$ cat src/include/mul_defs.svh
////////////////////////////////////////////////////////////
// vector multiply unit constants
// vector and scalar sizes, rob tag width, queue depth
////////////////////////////////////////////////////////////

`ifndef MUL_DEFS_SVH
`define MUL_DEFS_SVH

`define MUL_VLEN      128  // vector register width
`define MUL_VLENB     16   // bytes per vector
`define MUL_XLEN      32   // scalar operand width
`define MUL_TAG_W     4    // rob tag width

// result queue entries, also the station's credits after reset
`define MUL_BUF_DEPTH 4
`define MUL_CREDIT_W  3    // credit counter width

`endif

$ cat src/hw/mul_pkg.sv
////////////////////////////////////////////////////////////
// vector multiply unit types
// operation, width and rounding encodings plus the
// structs passed between pipeline stages
////////////////////////////////////////////////////////////

`default_nettype none

`include "mul_defs.svh"

package mul_pkg;

  // codes 5..7 decode as MUL
  typedef enum logic [2:0] {
    MUL    = 3'd0,
    MULH   = 3'd1,
    MULHU  = 3'd2,
    MULHSU = 3'd3,
    SMUL   = 3'd4
  } mul_op_e;

  // code 3 decodes as EEW8
  typedef enum logic [1:0] {
    EEW8  = 2'd0,
    EEW16 = 2'd1,
    EEW32 = 2'd2
  } mul_eew_e;

  // fixed-point rounding modes, RISC-V vxrm encoding
  typedef enum logic [1:0] {
    RNU = 2'd0,
    RNE = 2'd1,
    RDN = 2'd2,
    ROD = 2'd3
  } mul_vxrm_e;

  typedef struct packed {
    logic [`MUL_TAG_W-1:0] tag;
    mul_op_e               op;
    logic                  is_vx;  // src1 from rs1
    mul_eew_e              eew;
    mul_vxrm_e             vxrm;
    logic [`MUL_VLEN-1:0]  vs2;
    logic [`MUL_VLEN-1:0]  vs1;
    logic [`MUL_XLEN-1:0]  rs1;
  } mul_uop_t;

  typedef struct packed {
    logic [`MUL_TAG_W-1:0] tag;
    mul_eew_e              eew;
    mul_vxrm_e             vxrm;
    logic                  src2_signed;
    logic                  src1_signed;
    logic                  keep_low;  // low half of product
    logic                  is_smul;
  } mul_ctrl_t;

  typedef struct packed {
    mul_ctrl_t         ctrl;
    logic [63:0][15:0] pp;  // index z*16 + y*4 + x
  } mul_stage_t;

  typedef struct packed {
    logic [`MUL_TAG_W-1:0] tag;
    logic [`MUL_VLEN-1:0]  data;
    logic [`MUL_VLENB-1:0] vxsat;
  } mul_result_t;

endpackage

`default_nettype wire

$ cat src/hw/mul_result_queue.sv
////////////////////////////////////////////////////////////
// result queue
// holds finished results until the rob grants a credit,
// returns one input credit per result sent
////////////////////////////////////////////////////////////

`timescale 1ns/1ps
`default_nettype none

`include "mul_defs.svh"

module mul_result_queue (
  input  logic                  clk,
  input  logic                  rst_n,
  input  logic                  wr_valid,
  input  mul_pkg::mul_result_t  wr_data,
  input  logic                  out_credit,
  output logic                  out_valid,
  output mul_pkg::mul_result_t  out,
  output logic                  in_credit
);

  localparam int PTR_W = $clog2(`MUL_BUF_DEPTH);

  mul_pkg::mul_result_t       mem [`MUL_BUF_DEPTH];
  logic [PTR_W-1:0]           wr_ptr;
  logic [PTR_W-1:0]           rd_ptr;
  logic [PTR_W:0]             entry_cnt;
  logic [`MUL_CREDIT_W-1:0]   credit_cnt;  // rob keeps at most 7 outstanding
  logic                       empty;
  logic                       pop;

  assign empty     = (entry_cnt == '0);
  assign pop       = !empty && (credit_cnt != '0);
  assign out_valid = pop;
  assign in_credit = pop;  // slot freed, station may issue again
  assign out       = mem[rd_ptr];

  always_ff @(posedge clk or negedge rst_n) begin
    if (!rst_n) begin
      wr_ptr     <= '0;
      rd_ptr     <= '0;
      entry_cnt  <= '0;
      credit_cnt <= '0;
    end else begin
      if (wr_valid) wr_ptr <= wr_ptr + 1'b1;  // depth is a power of two
      if (pop) rd_ptr <= rd_ptr + 1'b1;
      case ({wr_valid, pop})
        2'b10:   entry_cnt <= entry_cnt + 1'b1;
        2'b01:   entry_cnt <= entry_cnt - 1'b1;
        default: ;
      endcase
      case ({out_credit, pop})
        2'b10:   credit_cnt <= credit_cnt + 1'b1;
        2'b01:   credit_cnt <= credit_cnt - 1'b1;
        default: ;
      endcase
    end
  end

  always_ff @(posedge clk) begin
    if (wr_valid) mem[wr_ptr] <= wr_data;
  end

endmodule

`default_nettype wire

$ cat config.mk
export PLATFORM = sky130hd
export DESIGN_NAME = mul_result_queue
export DESIGN_NICKNAME = d
export VERILOG_FILES = /design/src/hw/mul_pkg.sv /design/src/hw/mul_result_queue.sv
export VERILOG_INCLUDE_DIRS = /design/src /design/src/include
export SDC_FILE = /design/constraint.sdc
export NUM_CORES = 1
export LEC_CHECK = 0
export ABC_CLOCK_PERIOD_IN_PS = 10800
export BUFFER_PORTS_ARGS = -buffer_cell sky130_fd_sc_hd__buf_2
export CAP_MARGIN = 40
export CORE_AREA = 2 2 255 257
export CTS_BUF_LIST = sky130_fd_sc_hd__clkbuf_8
export DETAILED_ROUTE_END_ITERATION = 8
export DIE_AREA = 0 0 257 259
export GPL_TIMING_DRIVEN = 0
export HOLD_SLACK_MARGIN = 0.06
export PLACE_DENSITY = 0.54
export SETUP_SLACK_MARGIN = 0.5
export SYNTH_ARGS = -nofsm -noshare
export SYNTH_HDL_FRONTEND = slang
export SYNTH_SLANG_ARGS = --single-unit
$ cat constraint.sdc
create_clock -name clk -period 10.8 [get_ports clk]
set_input_delay 0.54 -clock clk [delete_from_list [all_inputs] [get_ports clk]]
set_output_delay 0.54 -clock clk [all_outputs]
set_load 0.05 [all_outputs]
* After elaboration in Yosys (flattened, before gate mapping)
Memories as Yosys holds them, arrays and structs flattened.
Index checks and enable logic that the tools add are counted.
** Word-level totals
- Register bits after elaboration :: 10
- RAM bits :: 592
- Input bits :: 152
- Output and inout port bits :: 150
- Word-level logic and storage cells :: 25
- Memories kept :: 1
** Memory list
- mem :: words 4, bits a word 148, read ports 1, clocked after memory_dff 0, wr ports 1, line mul_result_queue.sv:25 : mul_pkg::mul_result_t mem [`MUL_BUF_DEPTH];
** Cells by class
- Add/subtract/negate cells :: 6
- Equality and inequality tests :: 4
- Multiplexer cells :: 4
- Reductions and logical operators :: 6
** Operators by type and width (number)
- one-hot mux 3 bit (2 select lines) :: 2
- adder 3 x 1 -> 3 bit, second input constant :: 2
- subtractor 3 x 1 -> 3 bit, second input constant :: 2
- adder 2 x 1 -> 2 bit, second input constant :: 2
- == test 2 x 1 -> 1 bit, second input constant :: 2
- == test 2 bit, second input constant :: 2
- nonzero test 2 bit :: 2
- zero test 3 bit :: 1
- nonzero test 3 bit :: 1
- two-way mux 1 bit :: 2
- logical AND 1 bit :: 1
- zero test 1 bit :: 1

* Depth between registers and ports, before layout
- Depth after elaboration :: 5
- Gate-level depth with buffers :: 8
- Gate-level depth less buffers :: 8

* Least setup slack after synthesis
Ideal clock, no wire load.
- Path kind :: register to register
- From :: register wr_ptr[0]
- To :: memory mem[0][0] (netlist bit), enable pin
- Data arrival time :: 4.006 ns
- Data required time :: 10.275 ns
- Slack :: 6.269 ns
- Cell stages (with the launch flop) :: 4
- Buffers on the path :: 0
- Cells stage by stage :: dfrtp_1 inv_1 ha_1 and2_1
** RTL lines
- from (decl) :: line mul_result_queue.sv:26 : logic [PTR_W-1:0] wr_ptr;
- from (signal assigned) :: line mul_result_queue.sv:46 : if (wr_valid) wr_ptr <= wr_ptr + 1'b1;
- to (decl) :: line mul_result_queue.sv:25
No word-level cell before the write port.

==> results.md <==
* Crit path kind: reg2out
* Vias at 10,675
* Worst skew pair latency at 0.68 ns
* Vias per inst at 4.59
* Pin count of the biggest net entering global routing at 48
* Power Density at 300 nW/µm²
* Startpoint types: flop
* Crit end category: output port
* Layout cells sized above 1 at 0.421
* Syn Nets at 987
* Hold Vio Cnt, Final at 0
* Die height at 259 µm
* Setup violations, final at 0
* CTS tree: done
* Num Clock Sinks at 602
* First-pass DRT Iterations at 5
* Post-cts resize count at 0
* Fin Setup TNS at 0 ns
* Min-delay src: wr_valid
* WL final at 47.3 mm
* Status: completed
* Period utilization at 0.288
* H-tree levels at 3
* Fin. max-slew vios at 0
* DIE WIDTH at 257 µm
* Tot Pwr at 0.00851 W
* Dominant cells by area after synthesis: edfxtp_1, mux4_2, buf_12
* Hold EP: wr_ptr[0]
* Post-synthesis sequential area ratio at 0.817
* Max-slew headroom at 0.534
* Total gr overflow at 0
* Max Clock Freq at 322 MHz
* Worst VDD drop at 0.000162 V
* Deepest clock path buffer count at 3
* Reg2reg start: credit_cnt[0]
* Hold Buf Count CTS at 149
* Nets at 1,553
* Final hold slack at 0.171 ns
* Final worst path period need at 3.11 ns
* Synth Instances at 827
* Initial antenna violation count at 3
* # DRC at 0
* DP HPWL at 28.3 mm
* HP Class: in2reg
* Synthesized cell area at 22,100 µm²
* Post-DRT Antenna Nets at 0
* Starting Density at 0.345
* Arr. time, crit path at 2.57 ns
* Core Footprint at 63,900 µm²
* Max_cap viols at 0
* Row count at 93
* IO Port Bufs at 301
* Vias in the first global route at 11,963
* Req. time, crit path at 10.26 ns
* Fillers at 5,507
* R2r setup slk at 8.72 ns
* Maximum fanout along the worst path at 11
* Placer Congestion at 0.698
* LEAKAGE at 9.96 nW
* Synth area leader: edfxtp_1
* WL per Instance at 20.3 µm
* YS warnings at 0
* Gr usage total at 0.142
* R2R depth at 8
* Multi-input gate area at 3620 µm²
* Top cell type's share of synthesized area at 0.806
* Hold path cells at 2
* Worst Tran Pin Value at 0.699 ns
* Max Clock Skew at 0.0215 ns
* Detailed router's first-iteration violation count at 436
* # IOs at 302
* Register area at 18,000 µm²
* RSZ-0062 raised after global routing: no
* Global-route wire length before repair at 71.2 mm
* Clock transition at path regs at 0.06 ns
* Num CTS Buffers at 102
* FF-to-FF End: entry_cnt[2]
* Synth cell types at 19
* Mean post-synth cell area at 26.7 µm²
* Worst Setup SP: rd_ptr[1]
* CTS Root Cell: clkbuf_8
* Area Overhead vs Synth at 28.5%
* Post-CTS setup buffer count at 0
* Yosys reg bits at 602
* Die ar. at 66,600 µm²
-- where the power goes --
group	total, W	switching, W	internal [W]	leakage, nW
Combinational	0.00350	0.00239	0.00111	3.28
Clock	0.00188	0.000891	0.000986	1.12
Sequential	0.00314	0.0000837	0.00305	5.55
Total	0.00851	0.00337	0.00515	9.96
-- worst max path at each step --
stage / end / slack [ns] / cells past startpoint
2_1_floorplan: mem[0][0] / 6.27 / 3
4_1_cts: out[68] / 7.54 / 5
3_3_place_gp: mem[3][34] / 2.75 / 2
6_report: out[69] / 7.69 / 5
5_1_grt: out[69] / 7.55 / 5
3_5_place_dp: out[69] / 8.31 / 5
-- logic make-up after synthesis --
logic type | Yosys count | share of synthesized area
flops | 602 | 0.817
mux | 150 | 0.152
buf+inv | 46 | 0.0192
simple gates | 11 | 0.00250
xor+xnor | 9 | 0.00357
fa+ha+maj | 8 | 0.00522
compound gates | 1 | 0.000227
-- cell type report --
cell class | instances | area share
clock buffers | 103 | 0.0500
inverters | 11 | 0.00146
well taps | 855 | 0.0377
clock inverters | 78 | 0.0163
diodes | 2 | 0.000177
flip-flops and latches | 602 | 0.636
repair buffers | 462 | 0.117
multi-input cells | 179 | 0.128
plain buffers | 35 | 0.0135
-- critical path: stages, from the launching register on --
cell     delay, ns
dfrtp_1       0.31
buf_2         0.15
buf_2         0.40
buf_2         0.41
mux4_2        0.35
buf_2         0.25
-- sequential cells by signal, indices dropped and copies added, names as in the netlist --
name        count
mem           592
credit_cnt      3
entry_cnt       3
rd_ptr          2
wr_ptr          2
-- cell usage after synthesis (all sizes together) --
| cell type | number |
|---|---|
| xnor2 | 3 |
| nand2 | 1 |
| inv | 11 |
| mux4 | 148 |
| o21ai | 1 |
| mux2i | 2 |
| fa | 2 |
| ha | 6 |
| dfrtp | 10 |
| clkbuf | 3 |
| and2 | 4 |
| nor2 | 3 |
| buf | 32 |
| edfxtp | 592 |
| nor3 | 3 |
| xor2 | 6 |
-- through the flow --
step	instance area [µm²]	std cells	utilization	setup WS [ns]
2_1_floorplan	22100	827	-	6.27
3_3_place_gp	24600	1983	0.386	2.75
3_5_place_dp	25000	1995	0.391	8.31
4_1_cts	28300	2325	0.444	7.54
5_1_grt	28300	2325	0.444	7.55
6_report	28400	2327	0.444	7.69
-- cell usage in the layout, fill, tap and decap left out, types with 2 or more instances in the layout --
cell type and n:
edfxtp_1 592, buf_2 315, dlygate4sd3_1 149, mux4_2 148
clkbuf_8 103, inv_1 55, clkinv_1 15, buf_12 13
buf_16 12, dfrtp_1 10, clkinv_2 9, xor2_1 6
ha_1 6, buf_4 4, and2_4 4, bufinv_16 4
clkbuf_1 3, nor3_1 3, nor2_1 3, xnor2_1 3
diode_2 2, mux2i_1 2, fa_1 2, inv_12 2
-- routing by layer --
| metal | routed length, µm | track usage | part of all wire |
|---|---|---|---|
| met5 | 25 | 0 | 0.00053 |
| met4 | 1080 | 0.0536 | 0.023 |
| met3 | 2980 | 0.0423 | 0.063 |
| met2 | 23600 | 0.237 | 0.50 |
| met1 | 19600 | 0.175 | 0.41 |
(Power assumes the default switching activity.)
