===== config.mk =====
export PLATFORM = sky130hd
export DESIGN_NAME = mul_lane_combine
export DESIGN_NICKNAME = d
export VERILOG_FILES = /design/src/hw/mul_pkg.sv /design/src/hw/mul_lane_combine.sv
export VERILOG_INCLUDE_DIRS = /design/src /design/src/include
export SDC_FILE = /design/constraint.sdc
export NUM_CORES = 2
export LEC_CHECK = 0
export BUFFER_PORTS_ARGS = -buffer_cell sky130_fd_sc_hd__clkbuf_2
export CORE_AREA = 5 5 462 464
export DETAILED_ROUTE_END_ITERATION = 16
export DIE_AREA = 0 0 467 469
export MAX_ROUTING_LAYER = met4
export PLACE_DENSITY = 0.59
export SYNTH_ARGS = -nofsm -noshare
export SYNTH_HDL_FRONTEND = slang
export SYNTH_SLANG_ARGS = --single-unit

===== constraint.sdc =====
create_clock -name vclk -period 22.1
set_clock_uncertainty 0.1 [all_clocks]
set_input_delay 4.42 -clock vclk [all_inputs]
set_output_delay 4.42 -clock vclk [all_outputs]
set_load 0.02 [all_outputs]

===== src/include/mul_defs.svh =====
////////////////////////////////////////////////////////////
// vector multiply unit constants
// vector and scalar sizes, rob tag width, queue depth
////////////////////////////////////////////////////////////

`ifndef MUL_DEFS_SVH
`define MUL_DEFS_SVH

`define MUL_VLEN      128  // vector register width
`define MUL_VLENB     16   // bytes per vector
`define MUL_XLEN      32   // scalar operand width
`define MUL_TAG_W     4    // rob tag width

// result queue entries, also the station's credits after reset
`define MUL_BUF_DEPTH 4
`define MUL_CREDIT_W  3    // credit counter width

`endif


===== src/hw/mul_pkg.sv =====
////////////////////////////////////////////////////////////
// vector multiply unit types
// operation, width and rounding encodings plus the
// structs passed between pipeline stages
////////////////////////////////////////////////////////////

`default_nettype none

`include "mul_defs.svh"

package mul_pkg;

  // codes 5..7 decode as MUL
  typedef enum logic [2:0] {
    MUL    = 3'd0,
    MULH   = 3'd1,
    MULHU  = 3'd2,
    MULHSU = 3'd3,
    SMUL   = 3'd4
  } mul_op_e;

  // code 3 decodes as EEW8
  typedef enum logic [1:0] {
    EEW8  = 2'd0,
    EEW16 = 2'd1,
    EEW32 = 2'd2
  } mul_eew_e;

  // fixed-point rounding modes, RISC-V vxrm encoding
  typedef enum logic [1:0] {
    RNU = 2'd0,
    RNE = 2'd1,
    RDN = 2'd2,
    ROD = 2'd3
  } mul_vxrm_e;

  typedef struct packed {
    logic [`MUL_TAG_W-1:0] tag;
    mul_op_e               op;
    logic                  is_vx;  // src1 from rs1
    mul_eew_e              eew;
    mul_vxrm_e             vxrm;
    logic [`MUL_VLEN-1:0]  vs2;
    logic [`MUL_VLEN-1:0]  vs1;
    logic [`MUL_XLEN-1:0]  rs1;
  } mul_uop_t;

  typedef struct packed {
    logic [`MUL_TAG_W-1:0] tag;
    mul_eew_e              eew;
    mul_vxrm_e             vxrm;
    logic                  src2_signed;
    logic                  src1_signed;
    logic                  keep_low;  // low half of product
    logic                  is_smul;
  } mul_ctrl_t;

  typedef struct packed {
    mul_ctrl_t         ctrl;
    logic [63:0][15:0] pp;  // index z*16 + y*4 + x
  } mul_stage_t;

  typedef struct packed {
    logic [`MUL_TAG_W-1:0] tag;
    logic [`MUL_VLEN-1:0]  data;
    logic [`MUL_VLENB-1:0] vxsat;
  } mul_result_t;

endpackage

`default_nettype wire


===== src/hw/mul_lane_combine.sv =====
////////////////////////////////////////////////////////////
// lane combiner
// sums partial products into 8/16/32-bit element products,
// then selects high/low half or rounds and saturates vsmul
////////////////////////////////////////////////////////////

`timescale 1ns/1ps
`default_nettype none

`include "mul_defs.svh"

module mul_lane_combine (
  input  mul_pkg::mul_stage_t   stage,
  output mul_pkg::mul_result_t  result
);

  // full product of the element at byte base, nb bytes wide,
  // valid in the low 16*nb bits
  function automatic logic [63:0] elem_prod(
    input logic [15:0][15:0] tile,
    input int                base,
    input int                nb,
    input logic              s2,
    input logic              s1
  );
    logic [63:0] acc;
    logic [15:0] p;
    logic        ext;
    int          i;
    int          j;
    acc = '0;
    for (i = 0; i < 4; i++) begin  // src2 byte
      for (j = 0; j < 4; j++) begin  // src1 byte
        if (i < nb && j < nb) begin
          p   = tile[(base + j)*4 + base + i];
          ext = ((i == nb-1 && s2) || (j == nb-1 && s1)) && p[15];
          acc = acc + ({{48{ext}}, p} << (8*(i + j)));
        end
      end
    end
    return acc;
  endfunction

  // {sat, data} for one element of width w
  function automatic logic [32:0] elem_out(
    input logic [63:0]         full,
    input int                  w,
    input logic                keep_low,
    input logic                is_smul,
    input mul_pkg::mul_vxrm_e  vxrm
  );
    logic [63:0] mask;
    logic [63:0] half;
    logic [63:0] rnd;
    logic        rbit;
    logic        lower;
    logic        lsb;
    logic        incr;
    logic        sat;
    mask  = (64'd1 << w) - 64'd1;
    rbit  = full[w-2];  // first bit below the cut
    lower = |(full & ((64'd1 << (w-2)) - 64'd1));
    lsb   = full[w-1];
    case (vxrm)
      mul_pkg::RNU: incr = rbit;
      mul_pkg::RNE: incr = rbit & (lower | lsb);
      mul_pkg::RDN: incr = 1'b0;
      default:      incr = !lsb & (rbit | lower);  // ROD
    endcase
    sat = !full[2*w-1] && full[2*w-2];  // only -min * -min
    if (!is_smul) begin
      half = keep_low ? (full & mask) : ((full >> w) & mask);
      return {1'b0, half[31:0]};
    end
    rnd = sat ? (mask >> 1) : (((full >> (w-1)) + {63'd0, incr}) & mask);
    return {sat, rnd[31:0]};
  endfunction

  logic [`MUL_VLEN-1:0]   data8;
  logic [`MUL_VLEN-1:0]   data16;
  logic [`MUL_VLEN-1:0]   data32;
  logic [`MUL_VLENB-1:0]  sat8;
  logic [`MUL_VLENB-1:0]  sat16;
  logic [`MUL_VLENB-1:0]  sat32;

  always_comb begin : combine
    logic [15:0][15:0] tile;
    logic [32:0]       r;
    int                z;
    int                e;
    sat16 = '0;  // vxsat sits on the top byte only
    sat32 = '0;
    for (z = 0; z < 4; z++) begin
      tile = stage.pp[z*16 +: 16];
      for (e = 0; e < 4; e++) begin
        r = elem_out(elem_prod(tile, e, 1, stage.ctrl.src2_signed, stage.ctrl.src1_signed),
                     8, stage.ctrl.keep_low, stage.ctrl.is_smul, stage.ctrl.vxrm);
        data8[(z*4 + e)*8 +: 8] = r[7:0];
        sat8[z*4 + e]           = r[32];
      end
      for (e = 0; e < 2; e++) begin
        r = elem_out(elem_prod(tile, 2*e, 2, stage.ctrl.src2_signed, stage.ctrl.src1_signed),
                     16, stage.ctrl.keep_low, stage.ctrl.is_smul, stage.ctrl.vxrm);
        data16[(z*2 + e)*16 +: 16] = r[15:0];
        sat16[z*4 + e*2 + 1]       = r[32];
      end
      r = elem_out(elem_prod(tile, 0, 4, stage.ctrl.src2_signed, stage.ctrl.src1_signed),
                   32, stage.ctrl.keep_low, stage.ctrl.is_smul, stage.ctrl.vxrm);
      data32[z*32 +: 32] = r[31:0];
      sat32[z*4 + 3]     = r[32];
    end
  end

  always_comb begin
    result.tag = stage.ctrl.tag;
    case (stage.ctrl.eew)
      mul_pkg::EEW16: begin
        result.data  = data16;
        result.vxsat = sat16;
      end
      mul_pkg::EEW32: begin
        result.data  = data32;
        result.vxsat = sat32;
      end
      default: begin  // eew8
        result.data  = data8;
        result.vxsat = sat8;
      end
    endcase
  end

endmodule

`default_nettype wire


; After elaboration in Yosys (flattened, before gate mapping)
; Index checks and enable logic that the tools add are counted.
[word_totals]
out_inout_bits = 148
reg_bits = 0
[classes]
eq_ne = 4
add_sub_neg = 112
n_bitwise = 112
mux = 113
reduce_logical = 145
[ops]
columns = op, count
row1 = $mux 33, 28
row2 = $add 64x64->64, 8
row3 = $pmux 144 s2, 1
row4 = $mux 16, 16
row5 = $mux 32, 8
row6 = $mux 8, 32
row7 = $add 27x32->32, 7
row8 = $add 26x25->27, 8
row9 = $add 17x25->26, 8
row10 = $add 45x49->50, 4
row11 = $add 60x57->61, 3
row12 = $add 44x41->45, 4
row13 = $add 59x49->60, 3
row14 = $add 58x41->59, 3
row15 = $add 43x33->44, 4
row16 = $add 53x57->58, 3
row17 = $add 42x25->43, 4
row18 = $add 34x41->42, 4
row19 = $add 52x49->53, 3
row20 = $add 51x41->52, 3
row21 = $add 50x33->51, 3
row22 = $add 25x32->33, 4
row23 = $add 16x1->16, 8
row24 = $add 32x1->32, 4
row25 = 17 further kinds, 313

; Longest topological paths before layout
[depth]
ltp_word = 23
ltp_mapped = 52

; Least setup slack after synthesis
; Ideal clock, no wire load.
[synth_path]
path_kind = input -> output
start = input port stage[521] (netlist name)
end = output port result[106] (netlist name)
path_slack_ps = 1816
path_buffers = 1
cell_stages = 49
t_required_ps = 17580
arrival_time_ps = 15764
path_cell_list = ha_1 -> a21o_1 -> a21oi_1 -> o21ai_0 -> a21oi_1 -> o21ai_0 -> a21oi_1 -> nor2b_1 -> o31ai_1 -> a2111oi_0 -> o32ai_1 -> nor2_1 -> xnor2_1 -> fa_1 -> fa_1 -> fa_1 -> inv_1 -> ha_1 -> (+13 left out) -> inv_1 -> fa_1 -> inv_1 -> fa_1 -> inv_1 -> ha_1 -> a21oi_1 -> nor2_1 -> o21ai_0 -> nand2b_1 -> a21oi_1 -> nand2_1 -> a2111oi_0 -> o31a_1 -> o21ba_2 -> buf_2 -> nor4_1 -> o311ai_0
[synth_rtl]
columns = item, line
row1 = from (decl), mul_lane_combine.sv:13  ; input mul_pkg::mul_stage_t stage,
row2 = to (decl), mul_lane_combine.sv:14  ; output mul_pkg::mul_result_t result

==> run metrics <==
Die Y-Extent=469 um; final hold slack=8.740 ns; Max-Cap Viols=0; status=complete, no violations; Post-Syn Area=70190 sq um; initial antenna violation count=80; final setup margin=0.6113 ns; adder-cell share of the synthesized area=41.21%; hold bufs inserted after CTS=0; final WL=352700 um; vias in the first global route=71600; Hold Vio Cnt, Final=0; crit path from=stage[776]; number of port buffers=1176; worst setup path endpoint=result[141]; routability cong.=1.036; Seq cells=0; CP max stage delay=0.54 ns; DRT antenna net count=0; pin slew with the least headroom to its limit=1.292 ns; Critical Path Most Common Cell=a21oi_1; GR Overflow Total=0; core area=208700 sq um; standard-cell rows=168; GR Layer Usage met2=45.69%; Final nets=12650; Horiz. Die Dim=467 um; worst path required time=17.58 ns; Clock buffer cells=0; wire length per cell=27.84 um; period utilization=97.23%; commonest non-fill, non-tap cells in the layout=clkbuf_2, ha_1, inv_1; gr usage total=31.60%; register area share after synthesis=0%; Finished Cell Area=79740 sq um; Yosys Warn Count=0; Placement Cell Area=79480 sq um; area grow syn2layout=13.60%; DR vias=74310; met1 usage=43.88%; syn avg cell area=7.965 sq um; Initial Util=33.63%; Die ar.=219000 sq um; HPWL after DPL=310200 um; post-synthesis mux area share=2.367%; Max-slew headroom=12.53%; post-synthesis instance total=8813; Syn Nets=11650; first-pass GRT wire length=501700 um; CP endpoint kind=primary output; largest family of logic cells by synthesized area=adder cells; initial DRC count=7908; commonest non-fill, non-tap cell in the layout=clkbuf_2; Min-Delay Path Class=input port to primary output; # setup viols final=0; Synth Area in Simple Gates=17.30%; vias per cell=5.864; critical-path maximum fanout=9; Finished Layout Cells=12670; met3 Use GR=5.272%; share of post-route cells with drive strength above 1=15.39%; Pre-Repair DR Iteration Count=6; Synth Area in XOR/XNOR=9.028%; Final Max Slew Viols=0; grt peak-use layer=met2; # fillers=21840; pre-CTS setup slack=0.1296 ns; Period minus WS final=21.49 ns; Worst Path Arrival=16.97 ns; Synth Area in Compound Gates=23.55%; slowest cell on the critical path=or4b_4; number of cells after detailed placement=12620; Storage cell area=0 sq um; Synth cell types=109; largest net degree at the start of global routing=145; Residual DRC=0; CP startpoint kind=input port; WS Path Type=input port to primary output; Fmax achieved=0.04654 GHz; Top Ports=1184
==> through the flow <==
step	util [%]	TNS [ns]
2_1_floorplan	-	0
3_3_place_gp	38.08	0
3_5_place_dp	38.08	0
4_1_cts	38.08	0
5_1_grt	38.19	-0.0003784
6_report	38.20	0
==> Yosys cell counts, drive strengths merged, types with 34 or more instances <==
| master | number | area (sq um) |
|---|---|---|
| ha | 952 | 11910 |
| inv | 919 | 3450 |
| fa | 850 | 17020 |
| a21oi | 676 | 3391 |
| nand2 | 645 | 2424 |
| o21ai | 520 | 2618 |
| nor2 | 474 | 1779 |
| xnor2 | 462 | 4046 |
| nand3 | 267 | 1341 |
| xor2 | 259 | 2268 |
| clkbuf | 231 | 867.1 |
| a21o | 229 | 1719 |
| nor3 | 220 | 1111 |
| o211ai | 156 | 1206 |
| mux2i | 121 | 1211 |
| a31oi | 105 | 656.9 |
| and3 | 102 | 643.1 |
| nand2b | 101 | 631.9 |
| nand4 | 100 | 625.6 |
| a211oi | 99 | 753.2 |
| nor4 | 92 | 600.6 |
| o21a | 92 | 691.9 |
| o21bai | 79 | 596.8 |
| and2 | 69 | 432.9 |
| nor2b | 69 | 431.7 |
| o221ai | 69 | 635.6 |
| buf | 56 | 280.3 |
| or3 | 51 | 324.1 |
| or2 | 49 | 306.5 |
| o311ai | 45 | 409.1 |
| o31ai | 45 | 337.8 |
| nor3b | 42 | 315.3 |
| mux2 | 40 | 450.4 |
| a2111oi | 34 | 317.8 |
==> logic make-up after synthesis <==
| group | after synthesis |
|---|---|
| compound gates | 2503 |
| simple gates | 2419 |
| fa+ha+maj | 1802 |
| buf+inv | 1206 |
| xor+xnor | 722 |
| mux | 161 |
==> cell type report <==
type                            instances  area, sq um  share of cell area, %
Multi-Input combinational cell       7607        65810                  82.53
Timing Repair Buffer                 1288         6829                  8.564
Tap cell                             2805         3510                  4.401
Inverter                              919         3461                  4.340
Antenna cell                           53        132.6                 0.1663
==> how the worst min path moves through the flow <==
stage	start	end	slack [ns]	depth (start not counted)
after CTS	stage[1033]	result[145]	8.74	0
after global placement	stage[1033]	result[145]	8.74	0
after global routing	stage[1033]	result[145]	8.74	0
final	stage[1033]	result[145]	8.74	0
after detailed placement	stage[1033]	result[145]	8.74	0
after floorplan	stage[1032]	result[144]	8.85	1
==> repair_timing <==
action | in CTS | in global routing
buffers inserted | 0 | 2
endpoints found under the hold margin | 0 | 0
endpoints found under the setup margin | 0 | 67
resized for setup | 0 | 36
==> critical path, delay by kind of cell <==
family | cells | cell delay, ns
adders and majority gates | 9 | 3.87
AOI/OAI and AO/OA | 29 | 6.22
and+or+nand+nor | 4 | 1.42
buffers and inverters | 4 | 0.67
xor gates and xnor gates | 2 | 0.33
==> metal layers <==
metal | routed length (um) | part of all wire [%]
met1 | 156700 | 44
met2 | 147300 | 42
met4 | 17480 | 5.0
met5 | 0 | 0
met3 | 31210 | 8.8
Power is not shown: default switching activity piles up to over one toggle a cycle in this logic, so the estimate is an artifact.
