## config.mk

```make
export PLATFORM = sky130hd
export DESIGN_NAME = mul_uop_decode
export DESIGN_NICKNAME = d
export VERILOG_FILES = /design/src/hw/mul_pkg.sv /design/src/hw/mul_uop_decode.sv
export VERILOG_INCLUDE_DIRS = /design/src /design/src/include
export SDC_FILE = /design/constraint.sdc
export NUM_CORES = 1
export LEC_CHECK = 0
export BUFFER_PORTS_ARGS = -buffer_cell sky130_fd_sc_hd__buf_2
export CORE_AREA = 2 2 232 234
export DETAILED_ROUTE_END_ITERATION = 8
export DIE_AREA = 0 0 234 236
export GPL_TIMING_DRIVEN = 0
export PLACE_DENSITY = 0.35
export REMOVE_ABC_BUFFERS = 1
export SETUP_SLACK_MARGIN = 0.1
export SLEW_MARGIN = 20
export SYNTH_ARGS = -nofsm -noshare
export SYNTH_HDL_FRONTEND = slang
export SYNTH_SLANG_ARGS = --single-unit
```

## constraint.sdc

```tcl
create_clock -name vclk -period 2.7
set_input_delay 0.54 -clock vclk [all_inputs]
set_output_delay 0.54 -clock vclk [all_outputs]
set_load 0.02 [all_outputs]
```

## src/include/mul_defs.svh

```systemverilog
////////////////////////////////////////////////////////////
// vector multiply unit constants
// vector and scalar sizes, rob tag width, queue depth
////////////////////////////////////////////////////////////

`ifndef MUL_DEFS_SVH
`define MUL_DEFS_SVH

`define MUL_VLEN      128  // vector register width
`define MUL_VLENB     16   // bytes per vector
`define MUL_XLEN      32   // scalar operand width
`define MUL_TAG_W     4    // rob tag width

// result queue entries, also the station's credits after reset
`define MUL_BUF_DEPTH 4
`define MUL_CREDIT_W  3    // credit counter width

`endif

```

## src/hw/mul_pkg.sv

```systemverilog
////////////////////////////////////////////////////////////
// vector multiply unit types
// operation, width and rounding encodings plus the
// structs passed between pipeline stages
////////////////////////////////////////////////////////////

`default_nettype none

`include "mul_defs.svh"

package mul_pkg;

  // codes 5..7 decode as MUL
  typedef enum logic [2:0] {
    MUL    = 3'd0,
    MULH   = 3'd1,
    MULHU  = 3'd2,
    MULHSU = 3'd3,
    SMUL   = 3'd4
  } mul_op_e;

  // code 3 decodes as EEW8
  typedef enum logic [1:0] {
    EEW8  = 2'd0,
    EEW16 = 2'd1,
    EEW32 = 2'd2
  } mul_eew_e;

  // fixed-point rounding modes, RISC-V vxrm encoding
  typedef enum logic [1:0] {
    RNU = 2'd0,
    RNE = 2'd1,
    RDN = 2'd2,
    ROD = 2'd3
  } mul_vxrm_e;

  typedef struct packed {
    logic [`MUL_TAG_W-1:0] tag;
    mul_op_e               op;
    logic                  is_vx;  // src1 from rs1
    mul_eew_e              eew;
    mul_vxrm_e             vxrm;
    logic [`MUL_VLEN-1:0]  vs2;
    logic [`MUL_VLEN-1:0]  vs1;
    logic [`MUL_XLEN-1:0]  rs1;
  } mul_uop_t;

  typedef struct packed {
    logic [`MUL_TAG_W-1:0] tag;
    mul_eew_e              eew;
    mul_vxrm_e             vxrm;
    logic                  src2_signed;
    logic                  src1_signed;
    logic                  keep_low;  // low half of product
    logic                  is_smul;
  } mul_ctrl_t;

  typedef struct packed {
    mul_ctrl_t         ctrl;
    logic [63:0][15:0] pp;  // index z*16 + y*4 + x
  } mul_stage_t;

  typedef struct packed {
    logic [`MUL_TAG_W-1:0] tag;
    logic [`MUL_VLEN-1:0]  data;
    logic [`MUL_VLENB-1:0] vxsat;
  } mul_result_t;

endpackage

`default_nettype wire

```

## src/hw/mul_uop_decode.sv

```systemverilog
////////////////////////////////////////////////////////////
// micro-op decoder
// builds byte operands, per-byte sign flags and the
// pipeline controls from one multiply micro-op
////////////////////////////////////////////////////////////

`timescale 1ns/1ps
`default_nettype none

`include "mul_defs.svh"

module mul_uop_decode (
  input  mul_pkg::mul_uop_t      uop,
  input  logic                   uop_valid,
  output logic [`MUL_VLEN-1:0]   src2,
  output logic [`MUL_VLEN-1:0]   src1,
  output logic [`MUL_VLENB-1:0]  src2_signed_b,
  output logic [`MUL_VLENB-1:0]  src1_signed_b,
  output mul_pkg::mul_ctrl_t     ctrl
);

  logic                   s2_signed;
  logic                   s1_signed;
  logic                   keep_low;
  logic                   is_smul;
  mul_pkg::mul_eew_e      eew;
  logic [`MUL_VLENB-1:0]  top_mask;  // top byte of each element
  logic [`MUL_VLEN-1:0]   scalar;

  // operation to signedness and result select
  always_comb begin
    s2_signed = 1'b1;
    s1_signed = 1'b1;
    keep_low  = 1'b1;
    is_smul   = 1'b0;
    case (uop.op)
      mul_pkg::MULH: keep_low = 1'b0;
      mul_pkg::MULHU: begin
        s2_signed = 1'b0;
        s1_signed = 1'b0;
        keep_low  = 1'b0;
      end
      mul_pkg::MULHSU: begin
        s1_signed = 1'b0;  // vs2 signed, vs1 unsigned
        keep_low  = 1'b0;
      end
      mul_pkg::SMUL: begin
        keep_low = 1'b0;
        is_smul  = 1'b1;
      end
      default: ;  // vmul
    endcase
  end

  // element width, sign byte positions, scalar splat
  always_comb begin
    eew      = mul_pkg::EEW8;
    top_mask = 16'hffff;
    scalar   = {16{uop.rs1[7:0]}};
    case (uop.eew)
      mul_pkg::EEW16: begin
        eew      = mul_pkg::EEW16;
        top_mask = 16'haaaa;
        scalar   = {8{uop.rs1[15:0]}};
      end
      mul_pkg::EEW32: begin
        eew      = mul_pkg::EEW32;
        top_mask = 16'h8888;
        scalar   = {4{uop.rs1[31:0]}};
      end
      default: ;
    endcase
  end

  always_comb begin
    src2          = '0;  // idle array sees zeros
    src1          = '0;
    src2_signed_b = '0;
    src1_signed_b = '0;
    ctrl          = '0;
    if (uop_valid) begin
      src2             = uop.vs2;
      src1             = uop.is_vx ? scalar : uop.vs1;
      src2_signed_b    = top_mask & {`MUL_VLENB{s2_signed}};
      src1_signed_b    = top_mask & {`MUL_VLENB{s1_signed}};
      ctrl.tag         = uop.tag;
      ctrl.eew         = eew;
      ctrl.vxrm        = uop.vxrm;
      ctrl.src2_signed = s2_signed;
      ctrl.src1_signed = s1_signed;
      ctrl.keep_low    = keep_low;
      ctrl.is_smul     = is_smul;
    end
  end

endmodule

`default_nettype wire

```

== After elaboration in Yosys (flattened, before gate mapping) ==
Index checks and enable logic that the tools add are counted.
Storage, ports and cells
  bits in latches: 0
  input port bits: 301
  bits in registers: 0
  output and inout bits: 300
  bits in read-only memories: 0
  memories: 0
  word-level logic and storage cells: 23
  bits in writable memories: 0
Operators by class
  add/subtract/negate cells: 0
  divide/modulo/power cells: 0
  mux-type cells: 13
  multipliers: 0
  order comparisons: 0
  shift operators: 0
  reduce and logical (&&, ||, !) cells: 2
  equality and inequality tests: 6
  bitwise operators: 2
Operator list (number)
  $mux W128: 3
  $pmux W128 S2: 1
  $and A16 B16 Y16: 2
  $mux W16: 2
  $pmux W15 S2: 1
  $mux W12: 1
  $eq A3 B2 Y1 const B: 2
  $mux W1: 4
  $pmux W2 S2: 1
  $reduce_or A4 Y1: 1
  $eq A3 B1 Y1 const B: 1
  $eq A3 B3 Y1 const B: 1
  $eq A2 B1 Y1 const B: 1
  $eq A2 B2 Y1 const B: 1
  $reduce_or A2 Y1: 1

== Longest topological paths before layout ==
Gate-level depths: netlist (run 1).
  depth after elaboration: 5
  mapped depth: 7
  depth with buffers taken out: 5

== Worst setup path before layout (run 1) ==
OpenSTA, ideal clock, no wires.
  path kind: input port to output port
  start point: input port uop_valid
  end point: output port src1_signed_b[13]
  path slack: 0.316 ns
  buffers on the path: 3
  cell stages on the path: 5
  data arrival time: 1.844 ns
  data required time: 2.160 ns
  cells stage by stage: buf_4 -> buf_4 -> and2_1 -> nor2b_1 -> buf_4
On the way
  cells in the longest elaborated chain, start to end: 1
RTL lines
  start, declared: line mul_uop_decode.sv:14  | input logic uop_valid,
  $mux W16: line mul_uop_decode.sv:81  | if (uop_valid) begin
  end, declared: line mul_uop_decode.sv:18  | output logic [`MUL_VLENB-1:0] src1_signed_b,
No other way between the ends.

== Worst setup path after layout (run 1) ==
  start point: input port uop[290] in the netlist's numbering
  end point: output port src1[46]
On the way
  cells in the longest elaborated chain, start to end: 4
  elaborated cells on any way between the ends: 5
  those cells by class: eq/ne: 2; mux: 3
RTL lines
  start, declared: line mul_uop_decode.sv:13  | input mul_pkg::mul_uop_t uop,
  $eq A2 B2 Y1 or $eq A2 B1 Y1 (tied branches): line mul_uop_decode.sv:60  | case (uop.eew)
  $pmux W128 S2 *: line mul_uop_decode.sv:60
  $mux W128 *: line mul_uop_decode.sv:83  | src1 = uop.is_vx ? scalar : uop.vs1;
  $mux W128 *: line mul_uop_decode.sv:81
  end, declared: line mul_uop_decode.sv:16  | output logic [`MUL_VLEN-1:0] src1,
Every way passes the cells marked *; elsewhere a longest branch is shown, timed or not.

==> metrics.txt, run 1 <==
vias per cell=about 3.3; Max IR drop VDD=about 0.12 mV; share of cells above drive strength 1=0.612; critical path's largest stage delay=roughly 340 ps; first-pass GRT wire length=a little over 40000 um; Max Slew Vio Count=0; post-route clock period utilization=0.953; slew margin rel.=0.559; commonest cells in the netlist=and2_1 (139), nor2_1 (65), o21ai_0 (64), nand2_1 (55), buf_4 (34); total number of vias=a little under 6000; chip height=236 um; Final WS setup=about 130 ps; Least-Margin Pin Slew=approximately 650 ps; internal cell power=~630 uW; final HPWL from detailed placement=26200 um; fin nets=roughly 1400; initial antenna violation count=19; Synth Instances=roughly 530; syn avg cell area=6.12 um2; total wire length=about 32000 um; min Tclk post-route=approximately 2600 ps; Die X-Extent=~230 um; Worst Setup End Kind=output port; RSZ-0062 raised after global routing=true; post-route ant nets=0; total global-route track usage=0.104; FF/Latch Area=0 um2; CP arrival=slightly above 2000 ps; drt drc=0; Sw Share=0.600; most frequent cell after synthesis=and2_1; Initial Util=0.0605; Crit Path Class=input pin to output port; CP Max Fanout=8; Net Sw Power=around 950 uW; Die ar.=about 0.055 mm2; Fmax achieved=388 MHz; Combinational Power Share=1.000; pre-CTS setup slack=-884 ps; register area share after synthesis=0; Pleak=~4 nW; synthesized cell area=roughly 0.0032 mm2; hold buffer count at cts=0; Fillers=between 6000 and 7000; DRT Pass-1 Iters=4; total power=around 1.6 mW; Distinct cells, synth=29; vias in the first global route=between 5000 and 6000; GP Congestion=~0.75; Yosys top cell area share=0.271; CP max stage cell=ha_4; IO Port Bufs=601; sequential share of power=0; final hold vios=0; total gr overflow=0; Core ar.=between 0.05 and 0.06 mm2; FP Rows=85; clock buffers=0; hold slack=1390 ps; crit start category=input pin; worst-path cell chain=buf_8 > inv_4 > ha_4 > o21ba_4 > buf_6 > a221oi_4 > nor2_1 > buf_4; DR WL/cell=between 15 and 20 um; pwr dens=around 220 mW/mm2; WP data required=between 2000 and 2500 ps; DP Cell Count=about 1700; Yosys top cell by area=and2_1; HP Class=input pin to output port; Final setup violation count=0; Ports=~600; Util after Layout=0.137; Clk network pwr share=0; footprint of the multi-input gates=0.00284 mm2; Yosys warnings=0; largest net degree at the start of global routing=approximately 120; maxcap violations=0; Synth area leaders=and2_1 (27%), o21ai_0 (10%), buf_4 (7.9%); Layout area overhead=127%; status=finished, final reports clean; drt first-iter violations=147; Post-Layout Cell Count=about 1800; layout sequential cell count=0
## timing repair
action                                  in CTS  in global routing
cloned                                       3                  1
pin swaps                                   13                  7
endpoints found under the setup margin     144                 34
setup buffers                               16                  2
resized for setup                           31                 19
## final cells by class
| class | instances | area share |
|---|---|---|
| multi-input cells | 435 | 0.390 |
| repair buffers | 626 | 0.482 |
| diodes | 6 | 0.00206 |
| inverters | 11 | 0.00704 |
| well taps | 696 | 0.120 |
## routing by layer
| layer | routed length [um] | global-route usage | vias up |
|---|---|---|---|
| met5 | 28 | 0 | - |
| met4 | 526 | 0.0102 | 6 |
| li1 | - | - | 2814 |
| met1 | 12600 | 0.120 | 2680 |
| met3 | 2730 | 0.0224 | 38 |
| met2 | 16100 | 0.198 | 368 |
## worst max-delay path: cells and delay by family
kind            cells  cell delay (ps)
compound gates      2              580
fa+ha+maj           1              340
simple gates        1               90
buf+inv             4              460
## final timing paths
| kind | cells after the start | to | startpoint | slack (ps) |
|---|---|---|---|---|
| max | 8 | src1[46] | uop[290] | 130 |
| min | 3 | src1[113] | uop[145] | 1390 |
## layout by cell type, fill, tap and decap left out, types with 7 or more instances in the layout
cell      instances
buf_4            18
nand2_1          55
o21a_1           33
a21boi_0         30
o21ai_0          64
a22oi_1           7
nor2_1           61
a221oi_4          7
buf_2           587
inv_1             9
and2_1          139
o211a_1           7
## cell families (layout without fill, tap and decap cells)
kind of cell,count (synthesis),in the layout,share of synthesized area
XOR/XNOR,1,1,0.00273
other,0,6,0
AO/OA/AOI/OAI,163,163,0.400
AND/OR/NAND/NOR,268,268,0.429
buffers and inverters,90,637,0.157
adder cells (fa/ha/maj),3,3,0.0117
## metrics by stage
stage	setup TNS (ps)	area, um2
CTS	0	7130
global placement	-508100	6630
detailed placement	-50410	6730
floorplan	-32810	2750
global route	0	7270
finish	0	7280
## power groups by stage
stage          sequential, mW  combinational, mW     clock, mW
2_1_floorplan               0              0.730             0
3_3_place_gp                0               1.46             0
3_5_place_dp                0               1.47             0
4_1_cts                     0               1.58             0
5_1_grt                     0               1.72  0.0000000995
6_report                    0               1.58   0.000000267
Note: power is estimated with default switching activity, not from simulation.
==> inputs of run 2 (changes only) <==
CORE_AREA = 5 5 228 230   (was 2 2 232 234)
DIE_AREA = 0 0 233 235   (was 0 0 234 236)
PLACE_DENSITY = 0.36   (was 0.35)
==> run 2 against run 1 <==
Compared with the run above: core utilization is 0.79 points higher; wire length grew 6.0%; critical path depth is 2 lower; maximum frequency grew 0.71%; hold slack worse by 9.7 ps; global-route usage up 0.79 points; via count is 0.69% higher; critical path type unchanged; largest power group unchanged.
==> metrics.txt, run 2 (same netlist as run 1, synthesis figures left out) <==
Least-Margin Pin Slew=449 ps (was 655 ps); critical path's largest stage delay=470 ps (was 340 ps); pre-CTS setup slack=-979 ps (was -884 ps); Util after Layout=0.145 (was 0.137); IO Port Bufs=601 (unchanged); Post-Layout Cell Count=1752 (was 1774); hold slack=1380 ps (was 1390 ps); CP Max Fanout=7 (was 8); worst-path cell chain=buf_4 > ha_4 > o21ba_4 > a221oi_4 > nor2_1 > buf_2 (was buf_8 > inv_4 > ha_4 > o21ba_4 > buf_6 > a221oi_4 > nor2_1 > buf_4); routing usage on met2=0.212 (was 0.198); Final WS setup=144 ps (was 126 ps); WP data required=2160 ps (about the same); footprint of the multi-input gates=0.00283 mm2 (was 0.00284 mm2); share of cells above drive strength 1=0.610 (was 0.612); Die ar.=0.0548 mm2 (was 0.0552 mm2); CP arrival=2020 ps (was 2030 ps); maxcap violations=0 (unchanged); most frequent cells in the layout=buf_2 (590), and2_1 (139), o21ai_0 (64), nor2_1 (64), nand2_1 (55) (was buf_2 (587), and2_1 (139), o21ai_0 (64), nor2_1 (61), nand2_1 (55)); Ports=601 (unchanged); slew margin rel.=0.701 (was 0.559); placed instance area=0.00670 mm2 (was 0.00673 mm2); status=finished, final reports clean (unchanged); final hold vios=0 (unchanged); Die X-Extent=233 um (was 234 um); vias per cell=3.39 (was 3.33); Crit Path Class=input pin to output port (unchanged); DRT Pass-1 Iters=4 (unchanged); Buf+Inv Stages, Crit Path=2 (was 4); global routing met3 resource utilization=0.0263 (was 0.0224); DR WL/cell=19.4 um (was 18.1 um); min Tclk post-route=2560 ps (was 2570 ps); crit start category=input pin (unchanged); Worst Setup End Kind=output port (unchanged); pwr dens=220 mW/mm2 (was 217 mW/mm2); commonest non-fill, non-tap cell in the layout=buf_2 (unchanged); met1 Usage GRT=0.131 (was 0.120); first-pass GRT wire length=45000 um (was 41300 um); total number of vias=5947 (was 5906); drt drc=0 (unchanged); initial antenna violation count=19 (unchanged); FP Rows=82 (was 85); Core ar.=0.0497 mm2 (was 0.0531 mm2); clock buffers=0 (unchanged); HP Class=input pin to output port (unchanged); hold buffer count at cts=0 (unchanged); total gr overflow=0 (unchanged); chip height=235 um (was 236 um); RSZ-0062 raised after global routing=true (unchanged); crit-path leading delay family=compound AO/OA/AOI/OAI gates (unchanged); FF/Latch Area=0 um2 (unchanged); Setup TNS Final=0 ps (unchanged); Fmax achieved=391 MHz (was 388 MHz); Initial Util=0.0647 (was 0.0605); largest net degree at the start of global routing=94 (was 119); Pleak=3.99 nW (was 4.00 nW); Max Slew Vio Count=0 (unchanged); total global-route track usage=0.112 (was 0.104); Fillers=5877 (was 6251); total wire length=34000 um (was 32000 um); post-route clock period utilization=0.947 (was 0.953); CP max stage cell=a221oi_4 (was ha_4); gr busiest metal=met2 (unchanged); drt first-iter violations=155 (was 147); post-route ant nets=0 (unchanged); total power=1.58 mW (about the same); Layout area overhead=124% (was 127%); post-route cell area=0.00721 mm2 (was 0.00728 mm2); GP Congestion=0.804 (was 0.750); final HPWL from detailed placement=28200 um (was 26200 um); layout sequential cell count=0 (unchanged); vias in the first global route=6020 (was 5800); Max IR drop VDD=0.113 mV (was 0.118 mV); Final setup violation count=0 (unchanged); fin nets=1380 (was 1378); DP Cell Count=1722 (was 1746)
==> run 2: final timing paths <==
path	startpoint	end	slack, ps	cells past startpoint
hold / removal	uop[116]	src1[84]	1380	3
setup / recovery	uop[291]	src1[46]	140	6
==> run 2: metal layers <==
metal  part of all wire  up-vias
met3              0.099       38
li1                   -     2817
met4              0.015        2
met2               0.51      374
met5            0.00038        -
met1               0.38     2716
==> run 2: cell type report <==
cell class,count,share of cell area
Antenna cell,6,0.00208
Inverter,11,0.00781
Multi-Input combinational cell,435,0.392
Tap cell,672,0.117
Timing Repair Buffer,628,0.482
==> run 2: repair_timing <==
item                                    4_1_cts  5_1_grt
gates cloned                                  3        0
endpoints found under the hold margin         0        0
setup buffers                                20        1
resized for setup                            32        8
endpoints found under the setup margin      136       39
pin swaps                                     7        7
==> run 2: report_power, final <==
part | internal (mW) | total [mW] | switching, mW
registers | 0 | 0 | 0
clock network | 0.000000303 | 0.000000303 | 0
logic | 0.621 | 1.58 | 0.964
total | 0.621 | 1.58 | 0.964
